--- config.mk ---
export PLATFORM = sky130hd
export DESIGN_NAME = pma_unit_top
export DESIGN_NICKNAME = d
export VERILOG_FILES = /design/src/verilog/pma_pkg.sv /design/src/verilog/pma_unit_top.sv /design/src/verilog/pma_access_checker.sv /design/src/verilog/pma_lookup_arbiter.sv /design/src/verilog/pma_region_table.sv
export SDC_FILE = /design/constraint.sdc
export NUM_CORES = 2
export LEC_CHECK = 0
export ABC_AREA = 0
export BUFFER_PORTS_ARGS = -buffer_cell sky130_fd_sc_hd__buf_4
export CORE_ASPECT_RATIO = 0.5
export CORE_MARGIN = 2
export CORE_UTILIZATION = 47
export DETAILED_ROUTE_END_ITERATION = 8
export PLACE_DENSITY = 0.66
export SETUP_SLACK_MARGIN = 0.3
export SKIP_CTS_REPAIR_TIMING = 1
export SLEW_MARGIN = 40
export SYNTH_ARGS = -nofsm -noshare
export SYNTH_HDL_FRONTEND = slang
export SYNTH_SLANG_ARGS = --single-unit
--- constraint.sdc ---
create_clock -name clk -period 3.1 [get_ports clk]
set_clock_uncertainty 0.1 [all_clocks]
set_input_delay 0.155 -clock clk [delete_from_list [all_inputs] [get_ports clk]]
set_output_delay 0.155 -clock clk [all_outputs]
set_load 0.01 [all_outputs]
--- src/verilog/pma_pkg.sv ---
`default_nettype none

package pma_pkg;

	// ============================================================
	// sizes
	// ============================================================
	localparam int num_regions   = 8;
	localparam int rgn_bits      = 3;    // region index
	localparam int addr_bits     = 32;   // also pmt / cta width
	localparam int cfg_data_bits = 64;
	localparam int num_pl        = 4;    // privilege levels, one at entry each

	localparam int at_entry_bits = 16;   // dev_type[15:8], rwx[3:0]
	localparam int at_bits       = at_entry_bits * num_pl;

	localparam logic [31:0] lock_word   = "LOCK";
	localparam logic [31:0] unlock_word = "UNLK";
	localparam logic [7:0]  dev_none    = 8'hFF;   // vacant region, no access

	// ============================================================
	// enums
	// ============================================================
	typedef enum logic [1:0] {FIELD_PMT, FIELD_CTA, FIELD_AT, FIELD_LOCK} pma_field_e;

	typedef enum logic [1:0] {ACC_READ, ACC_WRITE, ACC_EXEC} access_e;

	typedef enum logic [2:0] {
		FAULT_NONE,
		FAULT_NO_ACCESS,
		FAULT_NO_READ,
		FAULT_NO_WRITE,
		FAULT_NO_EXEC
	} fault_e;

	typedef enum logic [1:0] {ST_IDLE, ST_LOOKUP, ST_DONE} chk_state_e;

	// ============================================================
	// reset table contents
	// ============================================================
	function automatic logic [at_bits-1:0] reset_at(input logic [rgn_bits-1:0] rgn);
		logic [3:0] rwx;
		logic [7:0] dev;
		rwx = 4'h0;
		dev = 8'h00;
		case (rgn)
		3'd7:    rwx = 4'hD;          // rom, cache read exec
		3'd6:    rwx = 4'h6;          // io, read write
		3'd5:    rwx = 4'h6;          // config space
		3'd4:    rwx = 4'hF;          // scratchpad
		3'd1: begin                   // dram
			rwx = 4'hF;
			dev = 8'h01;
		end
		default: dev = dev_none;      // 0, 2 and 3 vacant
		endcase
		return {num_pl{dev, 4'h0, rwx}};   // same entry for every pl
	endfunction

	function automatic logic [addr_bits-1:0] reset_pmt(input logic [rgn_bits-1:0] rgn);
		case (rgn)
		3'd6:    return 32'h0000_0300;
		3'd4:    return 32'h0000_2300;
		3'd1:    return 32'h0000_2400;
		default: return '0;
		endcase
	endfunction

endpackage

`default_nettype wire
--- src/verilog/pma_unit_top.sv ---
`default_nettype none

module pma_unit_top (
	input  wire logic                              clk,
	input  wire logic                              rst_n,
	// config port
	input  wire logic                              cfg_cs,
	input  wire logic                              cfg_we,
	input  wire logic [8:0]                        cfg_addr,
	input  wire logic [pma_pkg::cfg_data_bits-1:0] cfg_wdata,
	output      logic [pma_pkg::cfg_data_bits-1:0] cfg_rdata,
	// instruction fetch
	input  wire logic                              if_req,
	input  wire logic [pma_pkg::addr_bits-1:0]     if_addr,
	input  wire logic [1:0]                        if_pl,
	output      logic                              if_busy,
	output      logic                              if_done,
	output      pma_pkg::fault_e                   if_fault,
	output      logic                              if_cacheable,
	output      logic [7:0]                        if_dev_type,
	// data load / store
	input  wire logic                              dc_req,
	input  wire logic [pma_pkg::addr_bits-1:0]     dc_addr,
	input  wire logic [1:0]                        dc_pl,
	input  wire pma_pkg::access_e                  dc_acc,
	output      logic                              dc_busy,
	output      logic                              dc_done,
	output      pma_pkg::fault_e                   dc_fault,
	output      logic                              dc_cacheable,
	output      logic [7:0]                        dc_dev_type
);

	// ============================================================
	// shared lookup port
	// ============================================================
	logic                         if_lk_req, if_lk_gnt;
	logic                         dc_lk_req, dc_lk_gnt;
	logic [pma_pkg::rgn_bits-1:0] if_lk_rgn, dc_lk_rgn;
	logic [pma_pkg::rgn_bits-1:0] lk_rgn;      // granted index into table
	logic [pma_pkg::at_bits-1:0]  lk_at;       // seen by both checkers

	pma_region_table u_table (
		.clk       (clk),
		.rst_n     (rst_n),
		.cfg_cs    (cfg_cs),
		.cfg_we    (cfg_we),
		.cfg_addr  (cfg_addr),
		.cfg_wdata (cfg_wdata),
		.cfg_rdata (cfg_rdata),
		.lk_rgn    (lk_rgn),
		.lk_at     (lk_at)
	);

	// fetch on side a
	pma_lookup_arbiter u_arb (
		.clk   (clk),
		.rst_n (rst_n),
		.req_a (if_lk_req),
		.req_b (dc_lk_req),
		.gnt_a (if_lk_gnt),
		.gnt_b (dc_lk_gnt),
		.rgn_a (if_lk_rgn),
		.rgn_b (dc_lk_rgn),
		.rgn   (lk_rgn)
	);

	// ============================================================
	// checkers
	// ============================================================
	pma_access_checker u_fetch (
		.clk (clk), .rst_n (rst_n),
		.req (if_req), .addr (if_addr), .pl (if_pl),
		.acc (pma_pkg::ACC_EXEC),                  // fetch is always execute
		.busy (if_busy), .done (if_done), .fault (if_fault),
		.cacheable (if_cacheable), .dev_type (if_dev_type),
		.lk_req (if_lk_req), .lk_gnt (if_lk_gnt), .lk_rgn (if_lk_rgn), .lk_at (lk_at)
	);

	pma_access_checker u_data (
		.clk (clk), .rst_n (rst_n),
		.req (dc_req), .addr (dc_addr), .pl (dc_pl), .acc (dc_acc),
		.busy (dc_busy), .done (dc_done), .fault (dc_fault),
		.cacheable (dc_cacheable), .dev_type (dc_dev_type),
		.lk_req (dc_lk_req), .lk_gnt (dc_lk_gnt), .lk_rgn (dc_lk_rgn), .lk_at (lk_at)
	);

endmodule

`default_nettype wire

--- src/verilog/pma_access_checker.sv ---
`default_nettype none

module pma_access_checker (
	input  wire logic                          clk,
	input  wire logic                          rst_n,
	// requester side
	input  wire logic                          req,
	input  wire logic [pma_pkg::addr_bits-1:0] addr,
	input  wire logic [1:0]                    pl,
	input  wire pma_pkg::access_e              acc,
	output      logic                          busy,
	output      logic                          done,
	output      pma_pkg::fault_e               fault,
	output      logic                          cacheable,
	output      logic [7:0]                    dev_type,
	// table lookup side, through the arbiter
	output      logic                          lk_req,
	input  wire logic                          lk_gnt,
	output      logic [pma_pkg::rgn_bits-1:0]  lk_rgn,
	input  wire logic [pma_pkg::at_bits-1:0]   lk_at
);

	pma_pkg::chk_state_e state;

	logic [pma_pkg::rgn_bits-1:0]      rgn_q;      // captured request
	logic [1:0]                        pl_q;
	pma_pkg::access_e                  acc_q;

	logic [pma_pkg::at_entry_bits-1:0] entry;      // at entry for pl_q
	logic [7:0]                        entry_dev;
	logic                              ent_x, ent_w, ent_r, ent_c;
	pma_pkg::fault_e                   fault_d;
	logic                              accept;
	logic                              sample;

	assign accept = (state == pma_pkg::ST_IDLE) & req;     // busy drops req
	assign sample = (state == pma_pkg::ST_LOOKUP) & lk_gnt;

	// ============================================================
	// control FSM
	// ============================================================
	always_ff @(posedge clk or negedge rst_n) begin
		if (!rst_n) begin
			state <= pma_pkg::ST_IDLE;
		end else begin
			case (state)
			pma_pkg::ST_IDLE:   if (req) state <= pma_pkg::ST_LOOKUP;
			pma_pkg::ST_LOOKUP: if (lk_gnt) state <= pma_pkg::ST_DONE;  // else retry
			pma_pkg::ST_DONE:   state <= pma_pkg::ST_IDLE;    // done is one cycle
			default:            state <= pma_pkg::ST_IDLE;
			endcase
		end
	end

	// request capture, top address bits name the region
	always_ff @(posedge clk) begin
		if (accept) begin
			rgn_q <= addr[pma_pkg::addr_bits-1 -: pma_pkg::rgn_bits];
			pl_q  <= pl;
			acc_q <= acc;
		end
	end

	// ============================================================
	// permission check
	// ============================================================
	assign entry     = lk_at[pl_q*pma_pkg::at_entry_bits +: pma_pkg::at_entry_bits];
	assign entry_dev = entry[15:8];
	assign ent_x     = entry[0];
	assign ent_w     = entry[1];
	assign ent_r     = entry[2];
	assign ent_c     = entry[3];

	always_comb begin
		fault_d = pma_pkg::FAULT_NONE;
		if (entry_dev == pma_pkg::dev_none) begin
			fault_d = pma_pkg::FAULT_NO_ACCESS;      // vacant beats rwx
		end else begin
			case (acc_q)
			pma_pkg::ACC_READ:  if (!ent_r) fault_d = pma_pkg::FAULT_NO_READ;
			pma_pkg::ACC_WRITE: if (!ent_w) fault_d = pma_pkg::FAULT_NO_WRITE;
			pma_pkg::ACC_EXEC:  if (!ent_x) fault_d = pma_pkg::FAULT_NO_EXEC;
			default:            fault_d = pma_pkg::FAULT_NONE;
			endcase
		end
	end

	// result held from the grant cycle, valid alongside done
	always_ff @(posedge clk) begin
		if (sample) begin
			fault     <= fault_d;
			cacheable <= ent_c;
			dev_type  <= entry_dev;
		end
	end

	// ============================================================
	// outputs
	// ============================================================
	assign busy   = (state != pma_pkg::ST_IDLE);
	assign done   = (state == pma_pkg::ST_DONE);
	assign lk_req = (state == pma_pkg::ST_LOOKUP);   // held until granted
	assign lk_rgn = rgn_q;

endmodule

`default_nettype wire

--- src/verilog/pma_lookup_arbiter.sv ---
`default_nettype none

module pma_lookup_arbiter (
	input  wire logic                         clk,
	input  wire logic                         rst_n,
	input  wire logic                         req_a,    // fetch checker
	input  wire logic                         req_b,    // data checker
	output      logic                         gnt_a,
	output      logic                         gnt_b,
	input  wire logic [pma_pkg::rgn_bits-1:0] rgn_a,
	input  wire logic [pma_pkg::rgn_bits-1:0] rgn_b,
	output      logic [pma_pkg::rgn_bits-1:0] rgn       // to table lookup index
);

	// ============================================================
	// priority pointer
	// ============================================================
	// low favors a, high favors b
	logic prio_b;

	always_ff @(posedge clk or negedge rst_n) begin
		if (!rst_n) begin
			prio_b <= 1'b0;
		end else begin
			// hand priority over after every grant
			if (gnt_a)
				prio_b <= 1'b1;
			else if (gnt_b)
				prio_b <= 1'b0;
		end
	end

	// ============================================================
	// grant
	// ============================================================
	// lone requester wins outright, pointer only breaks ties
	always_comb begin
		gnt_a = 1'b0;
		gnt_b = 1'b0;
		if (req_a && req_b) begin
			gnt_a = ~prio_b;
			gnt_b = prio_b;
		end else begin
			gnt_a = req_a;
			gnt_b = req_b;
		end
	end

	// forward the winner's region, a by default when idle
	assign rgn = gnt_b ? rgn_b : rgn_a;

endmodule

`default_nettype wire

--- src/verilog/pma_region_table.sv ---
`default_nettype none

module pma_region_table (
	input  wire logic                              clk,
	input  wire logic                              rst_n,
	// config port
	input  wire logic                              cfg_cs,
	input  wire logic                              cfg_we,
	input  wire logic [8:0]                        cfg_addr,
	input  wire logic [pma_pkg::cfg_data_bits-1:0] cfg_wdata,
	output      logic [pma_pkg::cfg_data_bits-1:0] cfg_rdata,
	// lookup port
	input  wire logic [pma_pkg::rgn_bits-1:0]      lk_rgn,
	output      logic [pma_pkg::at_bits-1:0]       lk_at
);

	// ============================================================
	// region storage
	// ============================================================
	logic [pma_pkg::addr_bits-1:0] pmt  [pma_pkg::num_regions];
	logic [pma_pkg::addr_bits-1:0] cta  [pma_pkg::num_regions];
	logic [pma_pkg::at_bits-1:0]   at   [pma_pkg::num_regions];
	logic [31:0]                   lock [pma_pkg::num_regions];

	// config address decode
	logic [pma_pkg::rgn_bits-1:0] cfg_rgn;
	pma_pkg::pma_field_e          cfg_field;
	logic                         cfg_wr;
	logic                         rgn_unlocked;

	assign cfg_rgn      = cfg_addr[8:6];                          // region select
	assign cfg_field    = pma_pkg::pma_field_e'(cfg_addr[5:4]);   // register within region
	assign cfg_wr       = cfg_cs & cfg_we;
	assign rgn_unlocked = (lock[cfg_rgn] == pma_pkg::unlock_word);

	// ============================================================
	// guarded writes
	// ============================================================
	// table comes up with the fixed memory map, every region locked
	always_ff @(posedge clk or negedge rst_n) begin
		if (!rst_n) begin
			for (int i = 0; i < pma_pkg::num_regions; i++) begin
				pmt[i]  <= pma_pkg::reset_pmt(i[pma_pkg::rgn_bits-1:0]);
				cta[i]  <= '0;
				at[i]   <= pma_pkg::reset_at(i[pma_pkg::rgn_bits-1:0]);
				lock[i] <= pma_pkg::lock_word;
			end
		end else if (cfg_wr) begin
			case (cfg_field)
			pma_pkg::FIELD_PMT: begin
				if (rgn_unlocked)
					pmt[cfg_rgn] <= cfg_wdata[pma_pkg::addr_bits-1:0];  // low word only
			end
			pma_pkg::FIELD_CTA: begin
				if (rgn_unlocked)
					cta[cfg_rgn] <= cfg_wdata[pma_pkg::addr_bits-1:0];
			end
			pma_pkg::FIELD_AT: begin
				if (rgn_unlocked)
					at[cfg_rgn] <= cfg_wdata;
			end
			pma_pkg::FIELD_LOCK: begin
				// lock word itself always writable, else a region could never reopen
				lock[cfg_rgn] <= cfg_wdata[31:0];
			end
			default: ;
			endcase
		end
	end

	// ============================================================
	// registered readback
	// ============================================================
	logic [pma_pkg::cfg_data_bits-1:0] rd_mux;

	always_comb begin
		rd_mux = '0;
		case (cfg_field)
		pma_pkg::FIELD_PMT:  rd_mux = {{(pma_pkg::cfg_data_bits-pma_pkg::addr_bits){1'b0}},
			pmt[cfg_rgn]};
		pma_pkg::FIELD_CTA:  rd_mux = {{(pma_pkg::cfg_data_bits-pma_pkg::addr_bits){1'b0}},
			cta[cfg_rgn]};
		pma_pkg::FIELD_AT:   rd_mux = at[cfg_rgn];
		pma_pkg::FIELD_LOCK: rd_mux = {32'h0, lock[cfg_rgn]};
		default:             rd_mux = '0;
		endcase
	end

	// old value on a same-cycle write, new one shows a cycle later
	always_ff @(posedge clk or negedge rst_n) begin
		if (!rst_n)
			cfg_rdata <= '0;
		else if (cfg_cs)
			cfg_rdata <= rd_mux;
		else
			cfg_rdata <= '0;     // idle bus reads back zero
	end

	// ============================================================
	// lookup
	// ============================================================
	// combinational, the checker samples it in its grant cycle
	assign lk_at = at[lk_rgn];

endmodule

`default_nettype wire

* Word-level counts from Yosys, hierarchy flattened
Index checks and enable logic that the tools add are counted.
** Word-level totals
- Bits in registers :: 1385
- Logic and storage cells :: 132
** Cells by class
- Shift-type cells :: 2
- Reductions and logical operators :: 15
- Magnitude comparators :: 3
- Equal/unequal tests :: 16
- Muxes and demuxes :: 41
- Bitwise operators :: 8
** Operators with widths (count)
- bitwise mux 256 bit :: 3
- bitwise mux 512 bit :: 1
- binary-select mux 64 bit (select 3 bit) :: 2
- two-way mux 64 bit :: 6
- binary-select mux 32 bit (select 3 bit) :: 3
- case mux 64 bit (4 select lines) :: 1
- two-way mux 32 bit :: 7
- demux 64 bit (select 3 bit) :: 1
- indexed part select 64 x 7 -> 16 bit :: 2
- demux 32 bit (select 3 bit) :: 1
- == test 32 x 31 -> 1 bit, second input constant :: 1
- == test 8 bit, second input constant :: 2
- two-way mux 2 bit :: 6
- == test 2 bit, second input constant :: 5
- two-way mux 3 bit :: 3
- case mux 3 bit (3 select lines) :: 1
- AND reduction 3 bit :: 3
- == test 2 x 1 -> 1 bit, second input constant :: 4
- >= comparator 4 bit, second input constant :: 2
- zero test 2 bit :: 4
- NOT 3 -> 4 bit :: 2
- case mux 2 bit (2 select lines) :: 2
- inequality test 2 bit, second input constant :: 3
- AND reduction 2 bit :: 3
- other kinds (7) :: 17

* Longest topological paths before layout
- Word-level depth :: 11
- Depth in mapped cells :: 15

* Modules after synthesis
A second synthesis with hierarchy kept.
** Unflattened totals
- Cell total of the unflattened synthesis :: 4417
- Area, all modules :: 64443.1 µm²
** Modules (own cells, without submodules)
- pma_region_table :: cells each 4295, seq. area each 33991.4 µm², area each 62259.7 µm², times used 1
- pma_access_checker :: cells each 55, seq. area each 620.6 µm², area each 1043.5 µm², times used 2
- pma_lookup_arbiter :: cells each 10, seq. area each 25.0 µm², area each 88.8 µm², times used 1
- pma_unit_top :: cells each 2, seq. area each 0.0 µm², area each 7.5 µm², times used 1

* Worst setup path before layout
No wires, ideal clock.
- Kind :: register to register
- Start :: register u_fetch.state[1]
- End :: register u_data.fault[1] (data pin)
- Data arrival time :: 2.913 ns
- Required time :: 2.737 ns
- Path buffers :: 5
- Setup time :: 0.263 ns
- Slack :: -0.176 ns
- Cell stages (with the launch flop) :: 14
- Cells stage by stage :: dfrtp_1 > or3b_1 > clkbuf_1 > and2_1 > clkbuf_1 > nor2_1 > buf_2 > buf_1 > clkbuf_1 > nand2_1 > a311oi_1 > a211oi_1 > nor4_1 > nor4b_1
** On the way
- Cells in the longest elaborated chain, start to end :: 11
- Elaborated cells on any way between the ends :: 13
- Those cells by class :: eq/ne: 2; shift: 1; mux: 8; bitwise: 1; reduce/logical: 1
** Ends and longest elaborated chain
- from (decl) :: line pma_access_checker.sv:23 : pma_pkg::chk_state_e state;
- from (signal assigned) :: line pma_access_checker.sv:44 : state <= pma_pkg::ST_IDLE;
- from (signal assigned) :: line pma_access_checker.sv:47 : pma_pkg::ST_IDLE: if (req) state <= pma_pkg::ST_LOOKUP;
- from (signal assigned) :: line pma_access_checker.sv:48 : pma_pkg::ST_LOOKUP: if (lk_gnt) state <= pma_pkg::ST_DONE;
- == test 2 x 1 -> 1 bit * :: line pma_access_checker.sv:102 : assign lk_req = (state == pma_pkg::ST_LOOKUP);
- logical AND 1 bit * :: line pma_lookup_arbiter.sv:40 : if (req_a && req_b) begin
- two-way mux 1 bit * :: line pma_lookup_arbiter.sv:40
- two-way mux 3 bit * :: line pma_lookup_arbiter.sv:50 : assign rgn = gnt_b ? rgn_b : rgn_a;
- NOT 3 -> 4 bit (not written as such) * :: line pma_region_table.sv:103 : assign lk_at = at[lk_rgn];
- binary-select mux 64 bit (select 3 bit) * :: line pma_region_table.sv:103
- two-way mux 64 bit (not written as such) * (2 in a row) :: line pma_region_table.sv:103
- indexed part select 64 x 7 -> 16 bit * :: line pma_access_checker.sv:67 : assign entry = lk_at[pl_q*pma_pkg::at_entry_bits +: pma_pkg::at_entry_bits];
- two-way mux 2 bit, on equally long branches :: line pma_access_checker.sv:81, pma_access_checker.sv:80
- case mux 3 bit (3 select lines) :: line pma_access_checker.sv:79 : case (acc_q)
- to (signal assigned) :: line pma_access_checker.sv:91 : fault <= fault_d;
- to (decl) :: line pma_access_checker.sv:13 : output pma_pkg::fault_e fault,
Mark *: on every way between the ends. The rest lies on a longest branch, timed or not. The select of a mux whose other input is x is not followed.
A chain may end at the register's enable or synchronous reset.

* Final worst setup path
- Start :: register u_table.lock[59] (netlist bit)
- End :: register u_table.at[501] (netlist bit)
** On the way
- Cells in the longest elaborated chain, start to end :: 5
** Ends and longest elaborated chain
- from (decl) :: line pma_region_table.sv:23 : logic [31:0] lock [pma_pkg::num_regions];
- from (signal, indexed assignment) :: line pma_region_table.sv:46 : lock[i] <= pma_pkg::lock_word;
- from (signal, indexed assignment) :: line pma_region_table.sv:64 : lock[cfg_rgn] <= cfg_wdata[31:0];
- binary-select mux 32 bit (select 3 bit) :: line pma_region_table.sv:34 : assign rgn_unlocked = (lock[cfg_rgn] == pma_pkg::unlock_word);
- two-way mux 32 bit (not written as such) (2 in a row) :: line pma_region_table.sv:34
- == test 32 x 31 -> 1 bit :: line pma_region_table.sv:34
- AND reduction 3 bit (no source line)
- to (signal, indexed assignment) :: line pma_region_table.sv:45 : at[i] <= pma_pkg::reset_at(i[pma_pkg::rgn_bits-1:0]);
- to (signal, indexed assignment) :: line pma_region_table.sv:60 : at[cfg_rgn] <= cfg_wdata;
- to (decl) :: line pma_region_table.sv:22 : logic [pma_pkg::at_bits-1:0] at [pma_pkg::num_regions];
No other way between the ends. The select of a mux whose other input is x is not followed.

==> results <==
- The total number of nets in the final design is between 5000 and 6000.
- The kind of capture point of the worst setup path is a flop.
- The weighted congestion at the end of routability-driven global placement is 0.943.
- From synthesis to final layout, the design area changed by 24.7%.
- The final setup violation count is 1035.
- The detailed router finished its first iteration with roughly 6000 violations.
- In this run the core area contains 96 standard-cell rows.
- Counting both buffers and inverters, the worst setup path holds a total of 4.
- The root buffer cell is sky130_fd_sc_hd__clkbuf_16.
- The largest delay contributor family on the critical path is simple AND/OR/NAND/NOR gates.
- The total instance count after detailed placement is 6996.
- The via count of the first global-routing pass is 48500.
- The worst setup path is launched from a flop.
- Setup repair after global routing could not meet its margin everywhere.
- In the routed design, unresolved DRC markers number 0.
- The worst-case clock buffer depth is 3.
- The synthesized design contains 35 enable-type register cells.
- The register area share after synthesis is 54.2%.
- The detailed-placement wirelength estimate is 136000 microns.
- The clock latency at the later pin of the worst-skew pair is ~0.78 ns.
- The finished cells cover 0.0810 sq mm.
- The run finished, with violations left.
- The count of synthesis-stage warnings from yosys is 0.
- Once the floorplan was initialized, standard cells occupied 47.3% of the core.
- Data on the critical path arrives at its endpoint at roughly 4.2 ns.
- The path class of the tightest hold or removal check is primary input to flop.
- The highest achievable clock rate is approximately 270 MHz.
- The post-CTS clock slew at the launch and capture registers of the worst setup and hold paths is roughly 0.070 ns.
- After detailed placement, the total cell area comes to 0.0733 sq mm.
- At the worst endpoint, the required time is 3.65 ns.
- The via count is 48700.
- On the final layout, the worst hold slack is 0.00603 ns.
- The number of I/O pins is 241.
- For this run, the leading register cell type out of synthesis is sky130_fd_sc_hd__dfrtp_1.
- The cell area power density is 594 mW/mm^2.
- The largest single stage delay on the critical path is 0.46 ns.
- Across the run, the number of max-cap violations was 0.
- Leaving out fill and tap cells, the most frequent cell in the layout is sky130_fd_sc_hd__dfrtp_1.
- In this run, synthesis produced a sequential element count of 1384.
- The share of flip-flops with an asynchronous set or reset after synthesis is 97.5%.
- The clock period minus final worst setup slack is about 3.7 ns.
- The die covers 0.141 sq mm.
- The number of nets handed over by synthesis was 5099.
- Dividing the detail-routed wire length by the instance count gives around 30 microns.
- The slew at the pin closest to its max-slew limit is 0.920 ns.
- The final layout contains routed wiring with a total length of between 200000 and 250000 microns.
- The post-synthesis cell count is roughly 5000.
- The post-synthesis average cell area is 13.1 sq um.
- For this design the static power due to leakage is 38.4 nW.
- The unique cell type count in the Yosys netlist is approximately 80.
- The smallest setup slack after layout is -0.594 ns.
- The post-synthesis instance area is 0.0649 sq mm.
- The largest voltage drop on the vdd net is roughly 0.56 mV.
- The signal on the critical path passes through mux4_2 > mux2i_1 > buf_4 > o41ai_2 > a211oi_2 > nand4_1 > nor4_4 > and3_4 > buf_12 > buf_12 > nand2_8 > buf_12 > mux2_4.
- The clock buffer count from CTS is 131.
- Excluding fillers, the count of instances in the completed layout stands at 7420.
- The die extent in x is 530 microns.
- The critical path is of the flop to flop type.
- The first global-routing pass estimated 318000 microns of wire.
- The proportion of layout cells with a drive suffix above 1 is 46.5%.
- By instance count, the cell type seen most on the critical path is sky130_fd_sc_hd__buf_12.
- The share of the clock period used by the worst path is 119%.
- From bottom edge to top edge, the die measures 267 microns.
- The number of clock sinks is 1384.
- Entering global routing, the biggest net connects 119 pins.
- In this run the remaining antenna-violating nets after routing total 0.
- The overall global routing resource usage is 29.9%.
- The checks that failed: negative setup slack.
- In the layout the commonest cells are sky130_fd_sc_hd__dfrtp_1 (1062), sky130_fd_sc_hd__mux2_2 (614), sky130_fd_sc_hd__buf_4 (561), sky130_fd_sc_hd__mux2_4 (503), sky130_fd_sc_hd__dfstp_2 (287).
- The total negative slack is -426.55 ns.
- In the routed layout, each cell is associated on average with a via count of 6.56.
- For this run the aggregate overflow at the end of global routing stands at 0.
- The largest individual stage delay along the critical path comes from the cell sky130_fd_sc_hd__mux4_2.
- The worst slew margin relative to its limit is 38.7%.
- Before antenna repair, the detailed router went through 9 iterations.
- The H-tree was split into 4 levels.
- TritonCTS built the clock tree.
- The number of max-slew violations in the final report is 0.
- Port buffering added 177 buffers.
- The core box area is 0.137 sq mm.
- The number of antenna violations at the first check in global routing came to 14.
- Of all nets on the critical path, the largest fanout is 22.
- The final-report hold violation count was 0.
[final cells by class]
type                            count  area (sq um)
Fill cell                       10500         56200
Sequential cell                  1384         35200
Multi-Input combinational cell   3063         29700
Timing Repair Buffer              849          9240
Clock buffer                      185          3810
Tap cell                         1862          2330
Clock inverter                     58           649
Inverter                           10          37.5
Antenna cell                        9          22.5
[worst paths after layout]
path	cells past startpoint	endpoint	slack (ns)	start
max reg2reg	13	u_table.at[501]$_DFFE_PN0P_	-0.59	u_table.lock[59]$_DFFE_PN1P_
min in group asynchronous	2	u_table.at[489]$_DFFE_PN1P_	0.10	rst_n
min	2	u_data.lk_rgn[0]$_DFFE_PP_	0.006	dc_addr[29]
min reg2reg	1	u_table.pmt[1]$_DFFE_PN0P_	0.39	u_table.pmt[1]$_DFFE_PN0P_
max	13	u_table.at[501]$_DFFE_PN0P_	-0.59	u_table.lock[59]$_DFFE_PN1P_
max in group asynchronous	4	u_table.pmt[40]$_DFFE_PN1P_	2.03	rst_n
[synth_stat cells, types with 11 or more instances]
| master | instances | area share, % |
|---|---|---|
| sky130_fd_sc_hd__a2111oi_0 | 11 | 0.15 |
| sky130_fd_sc_hd__a211oi_1 | 22 | 0.25 |
| sky130_fd_sc_hd__a21oi_1 | 82 | 0.63 |
| sky130_fd_sc_hd__a221o_1 | 47 | 0.72 |
| sky130_fd_sc_hd__a221oi_1 | 119 | 1.6 |
| sky130_fd_sc_hd__a22o_1 | 60 | 0.81 |
| sky130_fd_sc_hd__a22oi_1 | 227 | 2.6 |
| sky130_fd_sc_hd__a311oi_1 | 57 | 0.77 |
| sky130_fd_sc_hd__a31oi_1 | 38 | 0.37 |
| sky130_fd_sc_hd__a32oi_1 | 51 | 0.69 |
| sky130_fd_sc_hd__and3_1 | 22 | 0.21 |
| sky130_fd_sc_hd__and4_1 | 12 | 0.16 |
| sky130_fd_sc_hd__buf_1 | 31 | 0.18 |
| sky130_fd_sc_hd__buf_2 | 66 | 0.51 |
| sky130_fd_sc_hd__buf_6 | 58 | 1.0 |
| sky130_fd_sc_hd__clkbuf_1 | 336 | 1.9 |
| sky130_fd_sc_hd__dfrtp_1 | 1062 | 41 |
| sky130_fd_sc_hd__dfstp_2 | 287 | 12 |
| sky130_fd_sc_hd__edfxtp_1 | 35 | 1.6 |
| sky130_fd_sc_hd__mux2_1 | 575 | 10 |
| sky130_fd_sc_hd__mux2_2 | 614 | 11 |
| sky130_fd_sc_hd__mux2_4 | 121 | 2.8 |
| sky130_fd_sc_hd__mux2i_1 | 48 | 0.74 |
| sky130_fd_sc_hd__mux4_2 | 37 | 1.3 |
| sky130_fd_sc_hd__nand2_1 | 204 | 1.2 |
| sky130_fd_sc_hd__nand3_1 | 119 | 0.92 |
| sky130_fd_sc_hd__nand4_1 | 35 | 0.34 |
| sky130_fd_sc_hd__nor2_1 | 87 | 0.50 |
| sky130_fd_sc_hd__nor2b_1 | 12 | 0.12 |
| sky130_fd_sc_hd__o21ai_0 | 182 | 1.4 |
| sky130_fd_sc_hd__o22ai_1 | 132 | 1.3 |
| sky130_fd_sc_hd__or4_1 | 26 | 0.30 |
[layer usage]
layer  vias to the layer above  track usage [%]  routed length [microns]  part of all wire, %
met1                     25400             42.3                    93400                   42
met2                      2898             45.4                    99400                   44
met3                       601             6.11                    23100                   10
met5                         -                0                       83                0.037
met4                        12             11.0                     8730                  3.9
li1                      19800                -                        -                    -
[report_power, final]
| group | internal [mW] | switching (mW) | leakage [nW] |
|---|---|---|---|
| sequential | 19.1 | 0.390 | 18.0 |
| combinational | 4.88 | 6.90 | 18.2 |
| clock | 9.50 | 7.41 | 2.20 |
[cell families (layout without fill, tap and decap cells)]
kind of cell | Yosys count | in the layout | synth area share (%)
AOI/OAI and AO/OA | 1074 | 1074 | 11.9
muxes | 1395 | 1395 | 25.4
and+or+nand+nor | 589 | 593 | 4.70
DFF | 1384 | 1384 | 54.2
other | 1 | 10 | 0.00577
buffers and inverters | 507 | 1102 | 3.78
[metrics by stage]
stage,power [mW],utilization (%),setup WS [ns]
detailed placement,29.8,53.4,-0.739
finish,48.1,59.0,-0.594
global route,49.4,59.0,-0.642
floorplan,24.5,-,0.0567
CTS,46.6,56.7,-0.765
global placement,29.6,53.4,-0.673
[registers in the layout, indices dropped and copies added (netlist names)]
register           cells
u_fetch.pl_q           2
u_data.lk_rgn          3
u_table.cta          256
u_fetch.state          2
u_data.dev_type        8
u_data.pl_q            2
u_data.fault           3
u_table.lock         256
u_data.acc_q           2
u_table.at           512
u_fetch.dev_type       8
u_fetch.fault          2
u_table.cfg_rdata     64
u_arb.prio_b           1
u_data.cacheable       1
u_fetch.lk_rgn         3
u_data.state           2
u_table.pmt          256
u_fetch.cacheable      1
Power figures use the tool's default switching activity.
